==> src/include/pl_shell_macros.svh <==
`ifndef PL_SHELL_MACROS_SVH
`define PL_SHELL_MACROS_SVH

// ------------------------------------------------------------
// bus geometry
// ------------------------------------------------------------
// axi4-lite data bus width
`define PLS_DATA_W 32
// byte address width, covers eight word slots
`define PLS_ADDR_W 5
// byte offset bits below the word index
`define PLS_ADDR_LSB 2
// word index width
`define PLS_IDX_W 3

// ------------------------------------------------------------
// shell contents
// ------------------------------------------------------------
`define PLS_NUM_CSR 2
// ps_to_pl fifos, written by the bus
`define PLS_NUM_IN 1
// pl_to_ps fifos, read by the bus
`define PLS_NUM_OUT 1
`define PLS_FIFO_DEPTH 4
// holds 0 to depth inclusive
`define PLS_CNT_W 3

`endif

==> src/hdl/pl_shell_pkg.sv <==
`include "pl_shell_macros.svh"

package pl_shell_pkg;

   // one bus data word
   typedef logic [`PLS_DATA_W-1:0] word_t;

   // write request from the write port, valid for one cycle
   typedef struct packed {
      logic                  v;
      logic [`PLS_IDX_W-1:0] idx;
      word_t                 data;
   } wr_req_t;

   // read request from the read port, valid for one cycle
   typedef struct packed {
      logic                  v;
      logic [`PLS_IDX_W-1:0] idx;
   } rd_req_t;

   // aw/w/b channel states
   typedef enum logic [1:0] {
      WR_IDLE,
      WR_ACCEPT,
      WR_RESP
   } wr_state_e;

   // ar/r channel states
   typedef enum logic [1:0] {
      RD_IDLE,
      RD_ACCEPT,
      RD_DATA
   } rd_state_e;

   // regions of the read map, in address order
   typedef enum logic [2:0] {
      RGN_CSR,
      RGN_OUT_DATA,
      RGN_OUT_COUNT,
      RGN_IN_COUNT,
      RGN_NONE
   } rd_region_e;

endpackage

==> src/hdl/counted_fifo.sv <==
`timescale 1ns/10ps
`include "pl_shell_macros.svh"

module counted_fifo
#(
   // 1: count_o gives free slots, 0: stored elements
   parameter bit count_free = 1'b0
)
(
   input  logic                    S_AXI_ACLK,
   input  logic                    S_AXI_ARESETN,
   input  logic                    push_i,
   input  logic [`PLS_DATA_W-1:0]  data_i,
   output logic                    full_o,
   input  logic                    pop_i,
   output logic [`PLS_DATA_W-1:0]  data_o,
   output logic                    empty_o,
   output logic [`PLS_CNT_W-1:0]   count_o
);

   // pointer wraps naturally, depth is a power of two
   localparam int unsigned ptr_w = $clog2(`PLS_FIFO_DEPTH);

   logic [`PLS_DATA_W-1:0] mem_r [`PLS_FIFO_DEPTH];
   logic [ptr_w-1:0]       wr_ptr_r;
   logic [ptr_w-1:0]       rd_ptr_r;
   logic [`PLS_CNT_W-1:0]  used_r;
   logic                   do_push;
   logic                   do_pop;

   assign full_o  = (used_r == `PLS_CNT_W'(`PLS_FIFO_DEPTH));
   assign empty_o = (used_r == '0);

   // dropped when it would overflow or underflow
   assign do_push = push_i && !full_o;
   assign do_pop  = pop_i && !empty_o;

   // ------------------------------------------------------------
   // storage and pointers
   // ------------------------------------------------------------
   always_ff @(posedge S_AXI_ACLK)
   begin
      if (do_push)
         mem_r[wr_ptr_r] <= data_i;
   end

   always_ff @(posedge S_AXI_ACLK)
   begin
      if (!S_AXI_ARESETN)
      begin
         wr_ptr_r <= '0;
         rd_ptr_r <= '0;
         used_r   <= '0;
      end
      else
      begin
         if (do_push)
            wr_ptr_r <= wr_ptr_r + 1'b1;
         if (do_pop)
            rd_ptr_r <= rd_ptr_r + 1'b1;
         // occupancy moves on the same edge as push or pop
         case ({do_push, do_pop})
            2'b10:   used_r <= used_r + 1'b1;
            2'b01:   used_r <= used_r - 1'b1;
            default: used_r <= used_r;
         endcase
      end
   end

   // head word, undefined when empty
   assign data_o = mem_r[rd_ptr_r];

   // free slots or stored elements
   assign count_o = count_free ? (`PLS_CNT_W'(`PLS_FIFO_DEPTH) - used_r) : used_r;

   // producer must respect full
   a_push_full: assert property (@(posedge S_AXI_ACLK) disable iff (!S_AXI_ARESETN)
      push_i |-> !full_o)
      else $error("push while full");

   // consumer must respect empty
   a_pop_empty: assert property (@(posedge S_AXI_ACLK) disable iff (!S_AXI_ARESETN)
      pop_i |-> !empty_o)
      else $error("pop while empty");

endmodule

==> src/hdl/axil_write_port.sv <==
`timescale 1ns/10ps
`include "pl_shell_macros.svh"

module axil_write_port
(
   input  logic                         S_AXI_ACLK,
   input  logic                         S_AXI_ARESETN,
   input  logic [`PLS_ADDR_W-1:0]       awaddr_i,
   input  logic                         awvalid_i,
   input  pl_shell_pkg::word_t          wdata_i,
   input  logic                         wvalid_i,
   input  logic                         bready_i,
   output logic                         awready_o,
   output logic                         wready_o,
   output logic                         bvalid_o,
   output logic [1:0]                   bresp_o,
   output pl_shell_pkg::wr_req_t        wr_req_o
);

   pl_shell_pkg::wr_state_e state_r;
   pl_shell_pkg::wr_state_e state_n;
   logic [`PLS_IDX_W-1:0]   idx_r;
   pl_shell_pkg::word_t     data_r;
   logic                    take_w;

   // address and data are taken together and only from idle
   assign take_w = (state_r == pl_shell_pkg::WR_IDLE) && awvalid_i && wvalid_i;

   // ------------------------------------------------------------
   // state machine
   // ------------------------------------------------------------
   always_comb
   begin
      state_n = state_r;
      case (state_r)
         pl_shell_pkg::WR_IDLE:
         begin
            if (take_w)
               state_n = pl_shell_pkg::WR_ACCEPT;
         end
         // ready pulse cycle where the write commits at its closing edge
         pl_shell_pkg::WR_ACCEPT:
            state_n = pl_shell_pkg::WR_RESP;
         // hold bvalid until the master takes it
         pl_shell_pkg::WR_RESP:
         begin
            if (bready_i)
               state_n = pl_shell_pkg::WR_IDLE;
         end
         default:
            state_n = pl_shell_pkg::WR_IDLE;
      endcase
   end

   always_ff @(posedge S_AXI_ACLK)
   begin
      if (!S_AXI_ARESETN)
         state_r <= pl_shell_pkg::WR_IDLE;
      else
         state_r <= state_n;
   end

   // word index and payload captured at the sampling edge
   always_ff @(posedge S_AXI_ACLK)
   begin
      if (take_w)
      begin
         idx_r  <= awaddr_i[`PLS_ADDR_W-1:`PLS_ADDR_LSB];
         data_r <= wdata_i;
      end
   end

   // ------------------------------------------------------------
   // outputs
   // ------------------------------------------------------------
   assign awready_o = (state_r == pl_shell_pkg::WR_ACCEPT);
   assign wready_o  = (state_r == pl_shell_pkg::WR_ACCEPT);
   assign bvalid_o  = (state_r == pl_shell_pkg::WR_RESP);
   // always okay
   assign bresp_o   = 2'b00;

   // one request per transaction in the ready cycle
   assign wr_req_o = '{v: awready_o, idx: idx_r, data: data_r};

   // response must not be withdrawn before the master takes it
   a_bvalid_hold: assert property (@(posedge S_AXI_ACLK) disable iff (!S_AXI_ARESETN)
      bvalid_o && !bready_i |=> bvalid_o)
      else $error("bvalid dropped without bready");

endmodule

==> src/hdl/axil_read_port.sv <==
`timescale 1ns/10ps
`include "pl_shell_macros.svh"

module axil_read_port
(
   input  logic                         S_AXI_ACLK,
   input  logic                         S_AXI_ARESETN,
   input  logic [`PLS_ADDR_W-1:0]       araddr_i,
   input  logic                         arvalid_i,
   input  logic                         rready_i,
   output logic                         arready_o,
   output logic                         rvalid_o,
   output pl_shell_pkg::word_t          rdata_o,
   output logic [1:0]                   rresp_o,
   output pl_shell_pkg::rd_req_t        rd_req_o,
   input  pl_shell_pkg::word_t          rd_word_i
);

   pl_shell_pkg::rd_state_e state_r;
   pl_shell_pkg::rd_state_e state_n;
   logic [`PLS_IDX_W-1:0]   idx_r;
   logic                    take_ar;

   // a new address is only taken with no read data pending
   assign take_ar = (state_r == pl_shell_pkg::RD_IDLE) && arvalid_i;

   // ------------------------------------------------------------
   // state machine
   // ------------------------------------------------------------
   always_comb
   begin
      state_n = state_r;
      case (state_r)
         pl_shell_pkg::RD_IDLE:
         begin
            if (take_ar)
               state_n = pl_shell_pkg::RD_ACCEPT;
         end
         // request goes out, word gets registered at the closing edge
         pl_shell_pkg::RD_ACCEPT:
            state_n = pl_shell_pkg::RD_DATA;
         pl_shell_pkg::RD_DATA:
         begin
            if (rready_i)
               state_n = pl_shell_pkg::RD_IDLE;
         end
         default:
            state_n = pl_shell_pkg::RD_IDLE;
      endcase
   end

   always_ff @(posedge S_AXI_ACLK)
   begin
      if (!S_AXI_ARESETN)
         state_r <= pl_shell_pkg::RD_IDLE;
      else
         state_r <= state_n;
   end

   // word index latched at the sampling edge
   always_ff @(posedge S_AXI_ACLK)
   begin
      if (take_ar)
         idx_r <= araddr_i[`PLS_ADDR_W-1:`PLS_ADDR_LSB];
   end

   // returned word held until rready
   always_ff @(posedge S_AXI_ACLK)
   begin
      if (state_r == pl_shell_pkg::RD_ACCEPT)
         rdata_o <= rd_word_i;
   end

   // ------------------------------------------------------------
   // outputs
   // ------------------------------------------------------------
   assign arready_o = (state_r == pl_shell_pkg::RD_ACCEPT);
   assign rvalid_o  = (state_r == pl_shell_pkg::RD_DATA);
   assign rresp_o   = 2'b00;
   // single cycle request, so a head read pops exactly once
   assign rd_req_o  = '{v: arready_o, idx: idx_r};

   // read data frozen while the master stalls
   a_rdata_stable: assert property (@(posedge S_AXI_ACLK) disable iff (!S_AXI_ARESETN)
      rvalid_o && !rready_i |=> rvalid_o && $stable(rdata_o))
      else $error("rdata changed under back-pressure");

endmodule

==> src/hdl/shell_regmap.sv <==
`timescale 1ns/10ps
`include "pl_shell_macros.svh"

module shell_regmap
(
   input  logic                                    S_AXI_ACLK,
   input  logic                                    S_AXI_ARESETN,
   input  pl_shell_pkg::wr_req_t                   wr_req_i,
   input  pl_shell_pkg::rd_req_t                   rd_req_i,
   output pl_shell_pkg::word_t                     rd_word_o,
   output pl_shell_pkg::word_t [`PLS_NUM_CSR-1:0]  csr_data_o,
   output pl_shell_pkg::word_t                     ps_to_pl_data_o,
   output logic                                    ps_to_pl_v_o,
   input  logic                                    ps_to_pl_yumi_i,
   input  pl_shell_pkg::word_t                     pl_to_ps_data_i,
   input  logic                                    pl_to_ps_v_i,
   output logic                                    pl_to_ps_ready_o
);

   // read map bases in word indices
   localparam int unsigned out_data_base  = `PLS_NUM_CSR;
   localparam int unsigned out_count_base = out_data_base + `PLS_NUM_OUT;
   localparam int unsigned in_count_base  = out_count_base + `PLS_NUM_OUT;
   localparam int unsigned rd_end         = in_count_base + `PLS_NUM_IN;
   // write map has the fifo data right after the csrs
   localparam int unsigned wr_end         = `PLS_NUM_CSR + `PLS_NUM_IN;
   localparam int unsigned csr_idx_w      = (`PLS_NUM_CSR > 1) ? $clog2(`PLS_NUM_CSR) : 1;

   pl_shell_pkg::rd_region_e              rd_rgn;
   pl_shell_pkg::word_t [`PLS_NUM_CSR-1:0] csr_r;
   logic                                  wr_csr;
   logic                                  wr_in;
   logic                                  rd_head;
   logic                                  in_full;
   logic                                  in_empty;
   logic [`PLS_CNT_W-1:0]                 in_count;
   logic                                  out_full;
   logic                                  out_empty;
   logic [`PLS_CNT_W-1:0]                 out_count;
   pl_shell_pkg::word_t                   out_head;

   // ------------------------------------------------------------
   // decode
   // ------------------------------------------------------------
   assign wr_csr = wr_req_i.v && (wr_req_i.idx < `PLS_NUM_CSR);
   // indices past the fifo slot are ignored
   assign wr_in  = wr_req_i.v && (wr_req_i.idx >= `PLS_NUM_CSR) && (wr_req_i.idx < wr_end);

   always_comb
   begin
      if (rd_req_i.idx < out_data_base)
         rd_rgn = pl_shell_pkg::RGN_CSR;
      else if (rd_req_i.idx < out_count_base)
         rd_rgn = pl_shell_pkg::RGN_OUT_DATA;
      else if (rd_req_i.idx < in_count_base)
         rd_rgn = pl_shell_pkg::RGN_OUT_COUNT;
      else if (rd_req_i.idx < rd_end)
         rd_rgn = pl_shell_pkg::RGN_IN_COUNT;
      else
         rd_rgn = pl_shell_pkg::RGN_NONE;
   end

   assign rd_head = rd_req_i.v && (rd_rgn == pl_shell_pkg::RGN_OUT_DATA);

   // ------------------------------------------------------------
   // user csrs
   // ------------------------------------------------------------
   always_ff @(posedge S_AXI_ACLK)
   begin
      if (!S_AXI_ARESETN)
         csr_r <= '0;
      else if (wr_csr)
         csr_r[wr_req_i.idx[csr_idx_w-1:0]] <= wr_req_i.data;
   end

   assign csr_data_o = csr_r;

   // ------------------------------------------------------------
   // fifos
   // ------------------------------------------------------------
   // ps_to_pl fifo counts free slots and drops a push when full
   counted_fifo #(.count_free(1'b1)) u_in_fifo
   (
      .S_AXI_ACLK    (S_AXI_ACLK),
      .S_AXI_ARESETN (S_AXI_ARESETN),
      .push_i        (wr_in),
      .data_i        (wr_req_i.data),
      .full_o        (in_full),
      .pop_i         (ps_to_pl_yumi_i),
      .data_o        (ps_to_pl_data_o),
      .empty_o       (in_empty),
      .count_o       (in_count)
   );

   assign ps_to_pl_v_o = !in_empty;

   // pl_to_ps fifo counts stored elements and a head read pops only when not empty
   counted_fifo #(.count_free(1'b0)) u_out_fifo
   (
      .S_AXI_ACLK    (S_AXI_ACLK),
      .S_AXI_ARESETN (S_AXI_ARESETN),
      .push_i        (pl_to_ps_v_i && !out_full),
      .data_i        (pl_to_ps_data_i),
      .full_o        (out_full),
      .pop_i         (rd_head && !out_empty),
      .data_o        (out_head),
      .empty_o       (out_empty),
      .count_o       (out_count)
   );

   assign pl_to_ps_ready_o = !out_full;

   // ------------------------------------------------------------
   // read data in the same cycle as the request
   // ------------------------------------------------------------
   always_comb
   begin
      case (rd_rgn)
         pl_shell_pkg::RGN_CSR:       rd_word_o = csr_r[rd_req_i.idx[csr_idx_w-1:0]];
         pl_shell_pkg::RGN_OUT_DATA:  rd_word_o = out_head;
         pl_shell_pkg::RGN_OUT_COUNT: rd_word_o = pl_shell_pkg::word_t'(out_count);
         pl_shell_pkg::RGN_IN_COUNT:  rd_word_o = pl_shell_pkg::word_t'(in_count);
         default:                     rd_word_o = '0;
      endcase
   end

   // software overran the ps_to_pl fifo and the word is dropped
   a_wr_full: assert property (@(posedge S_AXI_ACLK) disable iff (!S_AXI_ARESETN)
      wr_in |-> !in_full)
      else $error("bus write to full ps_to_pl fifo");

   // head read of an empty fifo returns garbage
   a_rd_empty: assert property (@(posedge S_AXI_ACLK) disable iff (!S_AXI_ARESETN)
      rd_head |-> !out_empty)
      else $error("bus read from empty pl_to_ps fifo");

endmodule

==> src/hdl/zynq_pl_shell.sv <==
`timescale 1ns/10ps
`include "pl_shell_macros.svh"

module zynq_pl_shell
(
   input  logic                                    S_AXI_ACLK,
   input  logic                                    S_AXI_ARESETN,
   // write address, data and response
   input  logic [`PLS_ADDR_W-1:0]                  S_AXI_AWADDR,
   input  logic                                    S_AXI_AWVALID,
   output logic                                    S_AXI_AWREADY,
   input  pl_shell_pkg::word_t                     S_AXI_WDATA,
   input  logic                                    S_AXI_WVALID,
   output logic                                    S_AXI_WREADY,
   output logic [1:0]                              S_AXI_BRESP,
   output logic                                    S_AXI_BVALID,
   input  logic                                    S_AXI_BREADY,
   // read address and data
   input  logic [`PLS_ADDR_W-1:0]                  S_AXI_ARADDR,
   input  logic                                    S_AXI_ARVALID,
   output logic                                    S_AXI_ARREADY,
   output pl_shell_pkg::word_t                     S_AXI_RDATA,
   output logic [1:0]                              S_AXI_RRESP,
   output logic                                    S_AXI_RVALID,
   input  logic                                    S_AXI_RREADY,
   // logic side
   output pl_shell_pkg::word_t [`PLS_NUM_CSR-1:0]  csr_data_o,
   output pl_shell_pkg::word_t                     ps_to_pl_data_o,
   output logic                                    ps_to_pl_v_o,
   input  logic                                    ps_to_pl_yumi_i,
   input  pl_shell_pkg::word_t                     pl_to_ps_data_i,
   input  logic                                    pl_to_ps_v_i,
   output logic                                    pl_to_ps_ready_o
);

   pl_shell_pkg::wr_req_t wr_req;
   pl_shell_pkg::rd_req_t rd_req;
   pl_shell_pkg::word_t   rd_word;

   // ------------------------------------------------------------
   // bus ports, side by side
   // ------------------------------------------------------------
   axil_write_port u_wr_port
   (
      .S_AXI_ACLK    (S_AXI_ACLK),
      .S_AXI_ARESETN (S_AXI_ARESETN),
      .awaddr_i      (S_AXI_AWADDR),
      .awvalid_i     (S_AXI_AWVALID),
      .wdata_i       (S_AXI_WDATA),
      .wvalid_i      (S_AXI_WVALID),
      .bready_i      (S_AXI_BREADY),
      .awready_o     (S_AXI_AWREADY),
      .wready_o      (S_AXI_WREADY),
      .bvalid_o      (S_AXI_BVALID),
      .bresp_o       (S_AXI_BRESP),
      .wr_req_o      (wr_req)
   );

   axil_read_port u_rd_port
   (
      .S_AXI_ACLK    (S_AXI_ACLK),
      .S_AXI_ARESETN (S_AXI_ARESETN),
      .araddr_i      (S_AXI_ARADDR),
      .arvalid_i     (S_AXI_ARVALID),
      .rready_i      (S_AXI_RREADY),
      .arready_o     (S_AXI_ARREADY),
      .rvalid_o      (S_AXI_RVALID),
      .rdata_o       (S_AXI_RDATA),
      .rresp_o       (S_AXI_RRESP),
      .rd_req_o      (rd_req),
      .rd_word_i     (rd_word)
   );

   // csrs, fifos and read mux
   shell_regmap u_regmap
   (
      .S_AXI_ACLK       (S_AXI_ACLK),
      .S_AXI_ARESETN    (S_AXI_ARESETN),
      .wr_req_i         (wr_req),
      .rd_req_i         (rd_req),
      .rd_word_o        (rd_word),
      .csr_data_o       (csr_data_o),
      .ps_to_pl_data_o  (ps_to_pl_data_o),
      .ps_to_pl_v_o     (ps_to_pl_v_o),
      .ps_to_pl_yumi_i  (ps_to_pl_yumi_i),
      .pl_to_ps_data_i  (pl_to_ps_data_i),
      .pl_to_ps_v_i     (pl_to_ps_v_i),
      .pl_to_ps_ready_o (pl_to_ps_ready_o)
   );

endmodule

==> config.mk <==
export PLATFORM = sky130hd
export DESIGN_NAME = zynq_pl_shell
export DESIGN_NICKNAME = d
export VERILOG_FILES = /design/src/hdl/pl_shell_pkg.sv /design/src/hdl/counted_fifo.sv /design/src/hdl/axil_write_port.sv /design/src/hdl/axil_read_port.sv /design/src/hdl/shell_regmap.sv /design/src/hdl/zynq_pl_shell.sv
export VERILOG_INCLUDE_DIRS = /design/src /design/src/include
export SDC_FILE = /design/constraint.sdc
export NUM_CORES = 1
export LEC_CHECK = 0
export ABC_CLOCK_PERIOD_IN_PS = 5800
export BUFFER_PORTS_ARGS = -buffer_cell sky130_fd_sc_hd__buf_2
export CAP_MARGIN = 40
export CORE_ASPECT_RATIO = 1.2
export CORE_UTILIZATION = 55
export CTS_CLUSTER_DIAMETER = 60
export DETAILED_ROUTE_END_ITERATION = 16
export PLACE_DENSITY = 0.77
export SKIP_CTS_REPAIR_TIMING = 1
export SYNTH_ARGS = -nofsm -noshare
export SYNTH_HDL_FRONTEND = slang
export SYNTH_SLANG_ARGS = --single-unit
==> constraint.sdc <==
create_clock -name S_AXI_ACLK -period 5.8 [get_ports S_AXI_ACLK]
set_clock_uncertainty 0.05 [all_clocks]
set_input_delay 1.16 -clock S_AXI_ACLK [delete_from_list [all_inputs] [get_ports S_AXI_ACLK]]
set_output_delay 1.16 -clock S_AXI_ACLK [all_outputs]
set_load 0.005 [all_outputs]
==> results of run 1 <==
[kinds of logic after synthesis]
logic type | share of synthesized area
XOR/XNOR | 0.00335
adder cells (fa/ha/maj) | 0.0129
AND/OR/NAND/NOR | 0.0535
flip-flops | 0.734
other | 0.000239
buffers and inverters | 0.0217
AO/OA/AOI/OAI | 0.0178
multiplexers | 0.156
[synth_stat cells, types with 2 or more instances]
cell,count
nor3_1,2
inv_1,16
mux2_2,4
nor3b_1,2
fa_1,2
buf_1,8
nor4b_1,2
xor2_1,5
nor2_1,12
and3_1,8
ha_1,13
dfxtp_1,86
or3_1,2
buf_2,13
nor2b_1,5
clkbuf_1,18
o21ai_0,35
edfxtp_1,326
buf_8,3
nand2b_1,5
mux4_2,64
nand3_1,4
a22oi_1,3
buf_4,9
nand2_1,133
a21o_1,2
a21oi_1,10
mux2i_1,96
[worst register-to-register path: stages (launching register included)]
cell	delay (ns)
edfxtp_1	0.35
buf_4	0.33
or3b_1	0.48
nor3_2	0.29
ha_1	0.26
inv_1	0.06
fa_1	0.37
xor2_1	0.16
or3_1	0.30
a21oi_1	0.15
[final cells by class]
type                    count  area (um2)
flip-flops and latches    412       11500
multi-input cells         427        3860
well taps                 379         474
inverters                  16        60.1
clock buffers              56        1170
clock inverters            16         131
repair buffers            231        1240
fillers                  1981        9550
[worst paths after layout]
| check | start | end | slack (ns) | cells past startpoint |
|---|---|---|---|---|
| setup / recovery | flop | ps_to_pl_data_o[26] | 2.18 | 3 |
| hold / removal | u_regmap.csr_data_o[27]$_SDFFE_PN0P_ | u_regmap.csr_data_o[27]$_SDFFE_PN0P_ | 0.42 | 2 |
| setup reg to reg | u_rd_port.idx_r[0]$_DFFE_PP_ | u_regmap.u_out_fifo.count_o[2]$_SDFFE_PN0P_ | 2.92 | 9 |
| hold reg to reg | u_regmap.csr_data_o[27]$_SDFFE_PN0P_ | u_regmap.csr_data_o[27]$_SDFFE_PN0P_ | 0.42 | 2 |
[registers in the layout, indices dropped and copies added, names as in the netlist, named ones only]
register and flops:
u_regmap.u_in_fifo.mem_r 128, u_regmap.u_out_fifo.mem_r 128, u_regmap.csr_data_o 64, u_rd_port.rdata_o 32
u_wr_port.data_r 32, u_rd_port.idx_r 3, u_regmap.u_in_fifo.used_r 3, u_regmap.u_out_fifo.count_o 3
u_wr_port.idx_r 3, u_rd_port.state_r 2, u_regmap.u_in_fifo.rd_ptr_r 2, u_regmap.u_in_fifo.wr_ptr_r 2
u_regmap.u_out_fifo.rd_ptr_r 2, u_regmap.u_out_fifo.wr_ptr_r 2, u_wr_port.state_r 2
[routing by layer]
metal  vias to the layer above  share of wire  GRT usage
li1                       3862              -          -
met1                      4257           0.43      0.310
met2                       255           0.49      0.357
met3                        49          0.057     0.0352
met4                         0          0.026     0.0716
met5                         -              0          0
[stage by stage]
stage | hold WS (ns) | utilization | cell area (um2)
after detailed placement | 0.411 | 0.612 | 17100
after floorplan | 0.395 | - | 15700
after global placement | 0.405 | 0.611 | 17100
after global routing | 0.445 | 0.659 | 18500
final | 0.424 | 0.659 | 18500
after CTS | 0.424 | 0.659 | 18500
[report_power, final]
| part | internal, mW | leakage, nW | switching, mW |
|---|---|---|---|
| registers | 3.25 | 3.69 | 0.0344 |
| logic | 0.0872 | 2.50 | 0.130 |
| clock network | 1.50 | 0.627 | 1.04 |
==> summary.txt, run 1 <==
Floorplan
  – Die Width: 156 um
  – Core Area: 0.0280 mm2
  – Die area: 0.0292 mm2
  – Std cell rows: 67
  – I/O pins: 222
  – Initial Util: 0.560
  – Die Ht: 187 um

Worst setup path
  – Worst path arrival time: 2.41 ns
  – Delay-heaviest family, CP: flip-flops
  – CP max stage delay: 0.72 ns
  – Crit. End Element: primary output
  – Slowest stage cell, crit path: dfxtp_2
  – Crit Path Category: flop to primary output
  – CP Cell Sequence: buf_4, mux4_2, buf_2
  – Req. time, crit path: 4.59 ns
  – Startpoint types: flop
  – CP max FO: 17
  – Crit path buf inv count: 2

Timing
  – RSZ-0062 raised after global routing: no
  – Final setup vio count: 0
  – Fin crit period: 3.62 ns
  – Worst Tran Pin Value: 0.833 ns
  – Max Slew Vio Count: 0
  – Final worst slack: 2.18 ns
  – Part of the cycle the worst path needs: 0.624
  – Slew margin rel.: 0.437
  – TNS Setup: 0 ns
  – Fmax: 276 MHz
  – Final-report hold violation count: 0

CTS
  – Total CTS buffers: 40
  – Later-pin clock latency in the skew report: 0.51 ns
  – Root buffer cell: clkbuf_16
  – CTS clock-pin slew for the worst setup and hold paths: 0.06 ns
  – CTS H-tree depth: 2
  – CTS max path bufs: 3
  – Sinks on Clock Net: 412
  – CTS tree: built

Placed design
  – Setup WS pre-CTS: 2.65 ns
  – Placed cells: 1,465
  – Buffers on Ports: 213
  – Gp weighted congestion: 0.811
  – Hpwl dp: 20,800 um

Run status
  – Run status: completed

Power
  – Leak: 6.82 nW
  – PD cells: 328 mW/mm2
  – Peak VDD IR: 0.268 mV
  – Final Power: 6.05 mW

Synth
  – Mapped Cells: 904
  – #FFs+latches synth: 412
  – Syn Area/Cell: 17.3 um2
  – Top-area cell type share of the netlist area: 0.625
  – Area leader, netlist: edfxtp_1
  – Yosys warnings: 0
  – Post-synth EDFFs: 326
  – Largest cells by area after synthesis: edfxtp_1 62%, dfxtp_1 11%, mux4_2 9.2%
  – Async S/R FF share, synth: 0
  – Sequential-to-total area share from yosys stat: 0.734
  – Mapped Area: 0.0157 mm2
  – Synth unique cells: 44
  – Top FF cell, synth: edfxtp_1

Detailed routing
  – Drt wl/cell: 20.7 um
  – Initial drt markers: 609
  – Post-Route WL: 31,800 um
  – # DRC: 0
  – Final ANT Viol Nets: 0
  – Via count: 8,423
  – Initial DRT Pass Iterations: 5
  – Vias per cell: 5.48

Cells and area
  – Leading cell type in the layout, fill and taps excluded: edfxtp_1
  – Area grow syn2layout: 17.7%
  – Fin cells: 1,537
  – Nets: 1,226
  – ANT cells: 0
  – Layout cells sized above 1: 0.314
  – Commonest non-fill, non-tap cells in the layout: 326 x edfxtp_1, 212 x buf_2, 133 x nand2_1

Global routing
  – Global-route wire length before repair: 48,200 um
  – GRT Total Usage: 0.221
  – Antenna violations before repair: 0
  – Largest net degree at the start of global routing: 83
  – GR Overflow Total: 0
  – Vias in the first global route: 8,232

Min path
  – Tightest Hold Check Type: flop to flop

Job
  – Maxcap violations: 0
Power figures use the tool's default switching activity.
==> run 2, diff against run 1 <==
ABC_CLOCK_PERIOD_IN_PS = 3100   (was 5800)
CORE_UTILIZATION = 51   (was 55)
PLACE_DENSITY = 0.75   (was 0.77)
clock period = 3.1 ns   (was 5.8 ns; I/O delays follow)
==> run 2 against run 1 <==
  * Die area increased by 7.7%
  * Worst hold slack got worse by 0.19 ns
  * Combinational power increased by 90%
  * Sequential share of layout area decreased by 0.57 points
  * Largest power group unchanged
  * Global-route usage decreased by 1.1 points
  * Highest routed layer is now met5
==> summary.txt, run 2 (synthesis results as in run 1) <==
Run status
  – Run status: completed

Global routing
  – GR Util met1: 0.281 (-0.0289)
  – Met2 Track Usage GR: 0.350 (-0.00693)
  – Global route hottest layer: met2
  – M3 GR Usage: 0.0308 (-0.00442)
  – Largest net degree at the start of global routing: 48 (-42%)
  – Vias in the first global route: 8,493 (+3.2%)
  – Antenna violations before repair: 2 (+2)
  – GR Overflow Total: 0 (unchanged)
  – Global-route wire length before repair: 49,400 um (+2.6%)
  – GRT Total Usage: 0.210 (-0.0114)

Cells and area
  – Register area: 0.0115 mm2 (unchanged)
  – Nets: 1,230 (+0.33%)
  – Fin util: 0.622 (-0.0374)
  – # fillers: 2,119 (+7.0%)
  – Leading cell type in the layout, fill and taps excluded: edfxtp_1
  – Multi-input combinational cell area: 0.00387 mm2 (+0.16%)
  – Commonest non-fill, non-tap cells in the layout: 326 x edfxtp_1, 212 x buf_2, 133 x nand2_1
  – Layout cells sized above 1: 0.321 (+0.00669)
  – Area grow syn2layout: 18.8%

Floorplan
  – I/O pins: 222 (unchanged)
  – Die Ht: 194 um (+3.8%)
  – Std cell rows: 69 (+3.0%)
  – Die Width: 162 um (+3.8%)
  – Die area: 0.0314 mm2 (+7.7%)
  – Core Area: 0.0300 mm2 (+7.0%)
  – Initial Util: 0.523 (-0.0366)

Worst setup path
  – Worst path arrival time: 3.10 ns (+0.69 ns)
  – Crit path buf inv count: 1 (-1)
  – Worst reg2reg endpoint: u_regmap.u_out_fifo.count_o[2]$_SDFFE_PN0P_
  – Startpoint types: flop
  – CP max FO: 10 (-7)
  – Worst Setup SP: u_rd_port.idx_r[2]$_DFFE_PP_
  – CP max stage delay: 0.52 ns (-0.20 ns)
  – Reg2reg setup slack: 0.39 ns (-2.53 ns)
  – Delay-heaviest family, CP: simple AND/OR/NAND/NOR gates
  – Stages on the worst setup path: 8 (+5)
  – CP Cell Sequence: or3b_1, nor3_2, ha_1, inv_1, fa_1, xor2_1, or3_1, a21oi_1
  – Worst Setup EP: u_regmap.u_out_fifo.count_o[2]$_SDFFE_PN0P_
  – Slowest stage cell, crit path: edfxtp_1
  – FF-to-FF path depth: 8 (-1)
  – Req. time, crit path: 3.49 ns (-1.10 ns)
  – Crit. End Element: flop
  – Reg-to-reg startpoint: u_rd_port.idx_r[2]$_DFFE_PP_
  – Crit Path Category: flop to flop

CTS
  – CTS clock-pin slew for the worst setup and hold paths: 0.06 ns (about the same)
  – CTS max path bufs: 3 (unchanged)
  – Total CTS buffers: 41 (+2.5%)
  – Later-pin clock latency in the skew report: 0.52 ns (about the same)
  – Sinks on Clock Net: 412 (unchanged)
  – Root buffer cell: clkbuf_16
  – CTS H-tree depth: 2 (unchanged)
  – CTS tree: built

Timing
  – Max Slew Vio Count: 0 (unchanged)
  – Final worst slack: 0.389 ns (-1.79 ns)
  – Final-report hold violation count: 0 (unchanged)
  – RSZ-0062 raised after global routing: no
  – Hold WS: 0.230 ns (-0.195 ns)
  – TNS Setup: 0 ns (unchanged)
  – Worst Tran Pin Value: 0.818 ns (-0.0148 ns)
  – Slew margin rel.: 0.447 (+0.00999)
  – Fmax: 369 MHz
  – Part of the cycle the worst path needs: 0.875
  – Final setup vio count: 0 (unchanged)
  – Fin crit period: 2.71 ns

Job
  – Maxcap violations: 0 (unchanged)

Detailed routing
  – Initial DRT Pass Iterations: 5 (unchanged)
  – Via count: 8,403 (-0.24%)
  – # DRC: 0 (unchanged)
  – Drt wl/cell: 20.8 um (+0.66%)
  – Final ANT Viol Nets: 0 (unchanged)
  – Initial drt markers: 518 (-15%)
  – Vias per cell: 5.40 (-1.5%)
  – Post-Route WL: 32,400 um (+1.9%)

Power
  – Peak VDD IR: 0.479 mV (+79%)
  – Internal power: 9.41 mW (+94%)
  – Sequential share of power: 0.526 (-0.018)
  – Sw Ratio: 0.196 (-0.00276)
  – PD cells: 629 mW/mm2 (+92%)
  – Switching power total: 2.30 mW (+91%)
  – Clk pwr share: 0.439 (+0.019)
  – Power share of the combinational group: 0.035 (about the same)
  – Leak: 6.89 nW (+1.1%)

Min path
  – Tightest Hold Check Type: primary input to flop

Placed design
  – Setup WS pre-CTS: 0.446 ns (-2.21 ns)
  – Gp weighted congestion: 0.799 (-1.5%)
  – Buffers on Ports: 213 (unchanged)
  – Hpwl dp: 21,600 um (+3.9%)
-- run 2: power groups by stage --
stage | Combinational (mW) | Clock [mW] | Sequential [mW]
after floorplan | 0.237 | 0 | 6.25
after global placement | 0.411 | 0 | 6.26
after detailed placement | 0.418 | 0 | 6.27
after CTS | 0.421 | 5.23 | 6.15
after global routing | 0.454 | 5.46 | 6.16
final | 0.413 | 5.14 | 6.15
-- run 2: stage by stage --
stage | instance area (um2) | std cells | power, mW
finish | 18600 | 1556 | 11.7
global route | 18600 | 1556 | 12.1
CTS | 18600 | 1555 | 11.8
detailed placement | 17200 | 1479 | 6.69
global placement | 17200 | 1478 | 6.67
floorplan | 15700 | 907 | 6.49
-- run 2: metal layers --
metal,share of wire,vias up
met1,0.41,4211
met3,0.052,58
met5,0.00031,-
li1,-,3879
met2,0.51,253
met4,0.030,2
-- run 2: worst min-delay path by stage --
stage / cells after the start / slack [ns] / endpoint / start
floorplan: 2 / 0.40 / flop / u_regmap.u_out_fifo.rd_ptr_r[1]$_SDFFE_PN0P_
global placement: 2 / 0.40 / u_regmap.csr_data_o[29]$_SDFFE_PN0P_ / u_regmap.csr_data_o[29]$_SDFFE_PN0P_
detailed placement: 2 / 0.42 / u_regmap.csr_data_o[27]$_SDFFE_PN0P_ / u_regmap.csr_data_o[27]$_SDFFE_PN0P_
CTS: 1 / 0.21 / u_wr_port.data_r[24]$_DFFE_PP_ / S_AXI_WDATA[24]
global route: 1 / 0.20 / u_wr_port.data_r[24]$_DFFE_PP_ / S_AXI_WDATA[24]
finish: 1 / 0.23 / u_wr_port.data_r[28]$_DFFE_PP_ / S_AXI_WDATA[28]
-- run 2: final cells by class --
class | count | share of cell area
Clock inverter | 25 | 0.0167
Timing Repair Buffer | 234 | 0.0679
Antenna cell | 1 | 0.000134
Inverter | 16 | 0.00323
Clock buffer | 51 | 0.0599
Sequential cell | 412 | 0.618
Multi-Input combinational cell | 427 | 0.208
Tap cell | 390 | 0.0262
==> run 3, diff against run 2 <==
ABC_AREA = 1   (was default)
CORE_UTILIZATION = 52   (was 51)
PLACE_DENSITY = 0.76   (was 0.75)
==> run 3 against run 2 <==
  * Maximum frequency shrank 0.29%
  * Clock power is 7.8% lower
  * Flip-flop and latch count unchanged
  * Total power is 0.66% higher
  * Clock-buffer cell count grew 8
  * Non-clock buffer count up 2
  * Worst hold slack got worse by 0.0080 ns
  * Critical endpoint is now ps_to_pl_data_o[28]
  * Area after synthesis increased by 2.5%
  * Cell count rose by 25%
==> summary.txt, run 3 <==
Timing
  – Final setup vio count: 0 (unchanged)
  – Part of the cycle the worst path needs: 0.877 (+0.00251)
  – Final-report hold violation count: 0 (unchanged)
  – Worst Tran Pin Value: 0.834 ns (+0.0159 ns)
  – Final worst slack: 0.381 ns (-0.00777 ns)
  – RSZ-0062 raised after global routing: no
  – TNS Setup: 0 ns (unchanged)
  – Fmax: 368 MHz (-0.29%)
  – Max Slew Vio Count: 0 (unchanged)
  – Slew margin rel.: 0.444 (-0.00292)
  – Fin crit period: 2.72 ns (+0.00777 ns)

Cells and area
  – Fin area: 0.0187 mm2 (+0.46%)
  – Layout cells sized above 1: 0.233 (-0.0885)
  – Nets: 1,617 (+31%)
  – Area grow syn2layout: 16.4%
  – Fin util: 0.614 (-0.00781)
  – # fillers: 2,336 (+10%)
  – Commonest non-fill, non-tap cells in the layout: 326 x edfxtp_1, 213 x buf_2, 176 x nor2_1
  – Leading cell type in the layout, fill and taps excluded: edfxtp_1
  – Fin cells: 1,946 (+25%)

CTS
  – Root buffer cell: clkbuf_16
  – CTS max path bufs: 3 (unchanged)
  – Total CTS buffers: 40 (-2.4%)
  – Later-pin clock latency in the skew report: 0.52 ns (about the same)
  – CTS clock-pin slew for the worst setup and hold paths: 0.06 ns (about the same)
  – Sinks on Clock Net: 412 (unchanged)
  – CTS tree: built
  – CTS H-tree depth: 2 (unchanged)

Synth
  – Sequential-to-total area share from yosys stat: 0.716 (-0.0180)
  – Most frequent cell after synthesis: edfxtp_1
  – Largest cells by area after synthesis: edfxtp_1 61%, dfxtp_1 11%, o21ai_0 4.7%
  – Top FF cell, synth: edfxtp_1
  – #FFs+latches synth: 412 (unchanged)
  – Async S/R FF share, synth: 0 (unchanged)
  – Yosys warnings: 0 (unchanged)
  – Syn Area/Cell: 12.2 um2 (-30%)
  – Top-area cell type share of the netlist area: 0.609 (-0.0153)
  – Post-synth EDFFs: 326 (unchanged)
  – Mapped Cells: 1,316 (+46%)
  – Mapped Area: 0.0161 mm2 (+2.5%)
  – Leading cell types by count after synthesis: 326 x edfxtp_1, 184 x nor2_1, 150 x o21ai_0
  – Synth unique cells: 32 (-27%)
  – Area leader, netlist: edfxtp_1

Min path
  – Tightest Hold Check Type: primary input to flop
  – Hold path startpoint: S_AXI_WDATA[29]
  – Hold Crit Endpoint: u_wr_port.data_r[29]$_DFFE_PP_
  – WHS Path Cells: 1 (unchanged)

Detailed routing
  – Initial DRT Pass Iterations: 5 (unchanged)
  – Via count: 10,634 (+27%)
  – # DRC: 0 (unchanged)
  – Drt wl/cell: 18.6 um (-11%)
  – Vias per cell: 5.46 (+1.2%)
  – Post-Route WL: 36,100 um (+11%)
  – Final ANT Viol Nets: 0 (unchanged)
  – Initial drt markers: 994 (+92%)

Global routing
  – Antenna violations before repair: 3 (+1)
  – Largest net degree at the start of global routing: 65 (+35%)
  – GRT Total Usage: 0.225 (+0.0151)
  – GR Overflow Total: 0 (unchanged)
  – Global-route wire length before repair: 54,000 um (+9.3%)
  – Vias in the first global route: 10,094 (+19%)

Placed design
  – Buffers on Ports: 213 (unchanged)
  – Setup WS pre-CTS: 0.760 ns (+0.314 ns)
  – DP Area: 0.0174 mm2 (+1.3%)
  – Placed cells: 1,873 (+27%)
  – Hpwl dp: 22,500 um (+4.5%)
  – Gp weighted congestion: 0.849 (+6.2%)

Run status
  – Run status: completed

Power
  – Peak VDD IR: 0.452 mV (-5.6%)
  – Leak: 6.94 nW (+0.76%)
  – PD cells: 630 mW/mm2 (+0.20%)

Worst setup path
  – FF-to-FF path depth: 11 (+3)
  – Req. time, crit path: 2.43 ns (-1.06 ns)
  – CP max FO: 18 (+8)
  – Worst path arrival time: 2.05 ns (-1.05 ns)
  – Worst reg2reg endpoint: u_regmap.u_in_fifo.used_r[2]$_SDFFE_PN0P_
  – Startpoint types: flop
  – Crit. End Element: primary output
  – Reg-to-reg startpoint: u_regmap.u_in_fifo.used_r[1]$_SDFFE_PN0P_
  – Crit Path Category: flop to primary output
  – Reg2reg setup slack: 0.74 ns (+0.35 ns)

Floorplan
  – Core Area: 0.0305 mm2 (+1.7%)
  – Die Width: 162 um (+0.27%)
  – Die Ht: 195 um (+0.27%)
  – I/O pins: 222 (unchanged)
  – Die area: 0.0316 mm2 (+0.54%)
  – Std cell rows: 70 (+1.4%)
  – Initial Util: 0.527 (+0.00397)

Job
  – Maxcap violations: 0 (unchanged)
## run 3: changes by cell type in the layout (fill, tap and decap cells not counted), moves of 64 or more
| cell | previous run | this run |
|---|---|---|
| nor2_1 | 12 | 176 |
| o21ai_0 | 35 | 150 |
| o21ai_1 | 0 | 115 |
| mux2i_1 | 96 | 0 |
| inv_1 | 16 | 106 |
| mux4_2 | 64 | 0 |
## run 3: final cells by class
class,instances,area (um2),area share
Antenna cell,2,5.00,0.000268
Inverter,109,409,0.0219
Clock buffer,59,1120,0.0601
Multi-Input combinational cell,720,3700,0.198
Tap cell,396,495,0.0265
Clock inverter,12,155,0.00829
Timing Repair Buffer,236,1300,0.0697
Sequential cell,412,11500,0.616
## run 3: worst max path at each step
stage / endpoint / cells after the start / from
floorplan: u_regmap.u_in_fifo.mem_r[0][0]$_DFFE_PP_ / 6 / u_regmap.u_in_fifo.used_r[0]$_SDFFE_PN0P_
global placement: u_regmap.u_in_fifo.used_r[2]$_SDFFE_PN0P_ / 11 / u_regmap.u_in_fifo.used_r[0]$_SDFFE_PN0P_
detailed placement: u_regmap.u_in_fifo.used_r[2]$_SDFFE_PN0P_ / 11 / u_regmap.u_in_fifo.used_r[0]$_SDFFE_PN0P_
CTS: ps_to_pl_data_o[28] / 5 / flop
global route: ps_to_pl_data_o[28] / 5 / flop
finish: ps_to_pl_data_o[28] / 5 / flop
## run 3: layer usage
layer | wire, um | GRT usage | vias to the layer above
met5 | 23 | 0 | -
met2 | 17900 | 0.372 | 398
li1 | - | - | 5019
met4 | 1260 | 0.103 | 4
met1 | 14300 | 0.285 | 5134
met3 | 2650 | 0.0437 | 79
## run 3: where the power goes
part,internal (mW),total (mW),switching (mW)
sequential,6.13,6.21,0.0825
combinational,0.283,0.832,0.549
clock,2.84,4.74,1.90
total,9.25,11.8,2.53
## run 3: logic make-up after synthesis
logic type	synth area share
flip-flops	0.716
buffers and inverters	0.0553
AND/OR/NAND/NOR	0.0731
adder cells (fa/ha/maj)	0.0126
XOR/XNOR	0.00109
other	0.000233
AO/OA/AOI/OAI	0.141
## run 3: per-stage QoR
| stage | power, mW | hold WS [ns] |
|---|---|---|
| CTS | 11.9 | 0.200 |
| finish | 11.8 | 0.222 |
| global route | 12.2 | 0.206 |
| global placement | 7.11 | 0.379 |
| detailed placement | 7.15 | 0.400 |
| floorplan | 6.80 | 0.372 |
## run 3: critical path, stage by stage (launching register included)
cell and delay [ns]:
dfxtp_1 0.31, inv_1 0.36, buf_4 0.33, o21ai_0 0.16
o22ai_1 0.20, buf_2 0.15
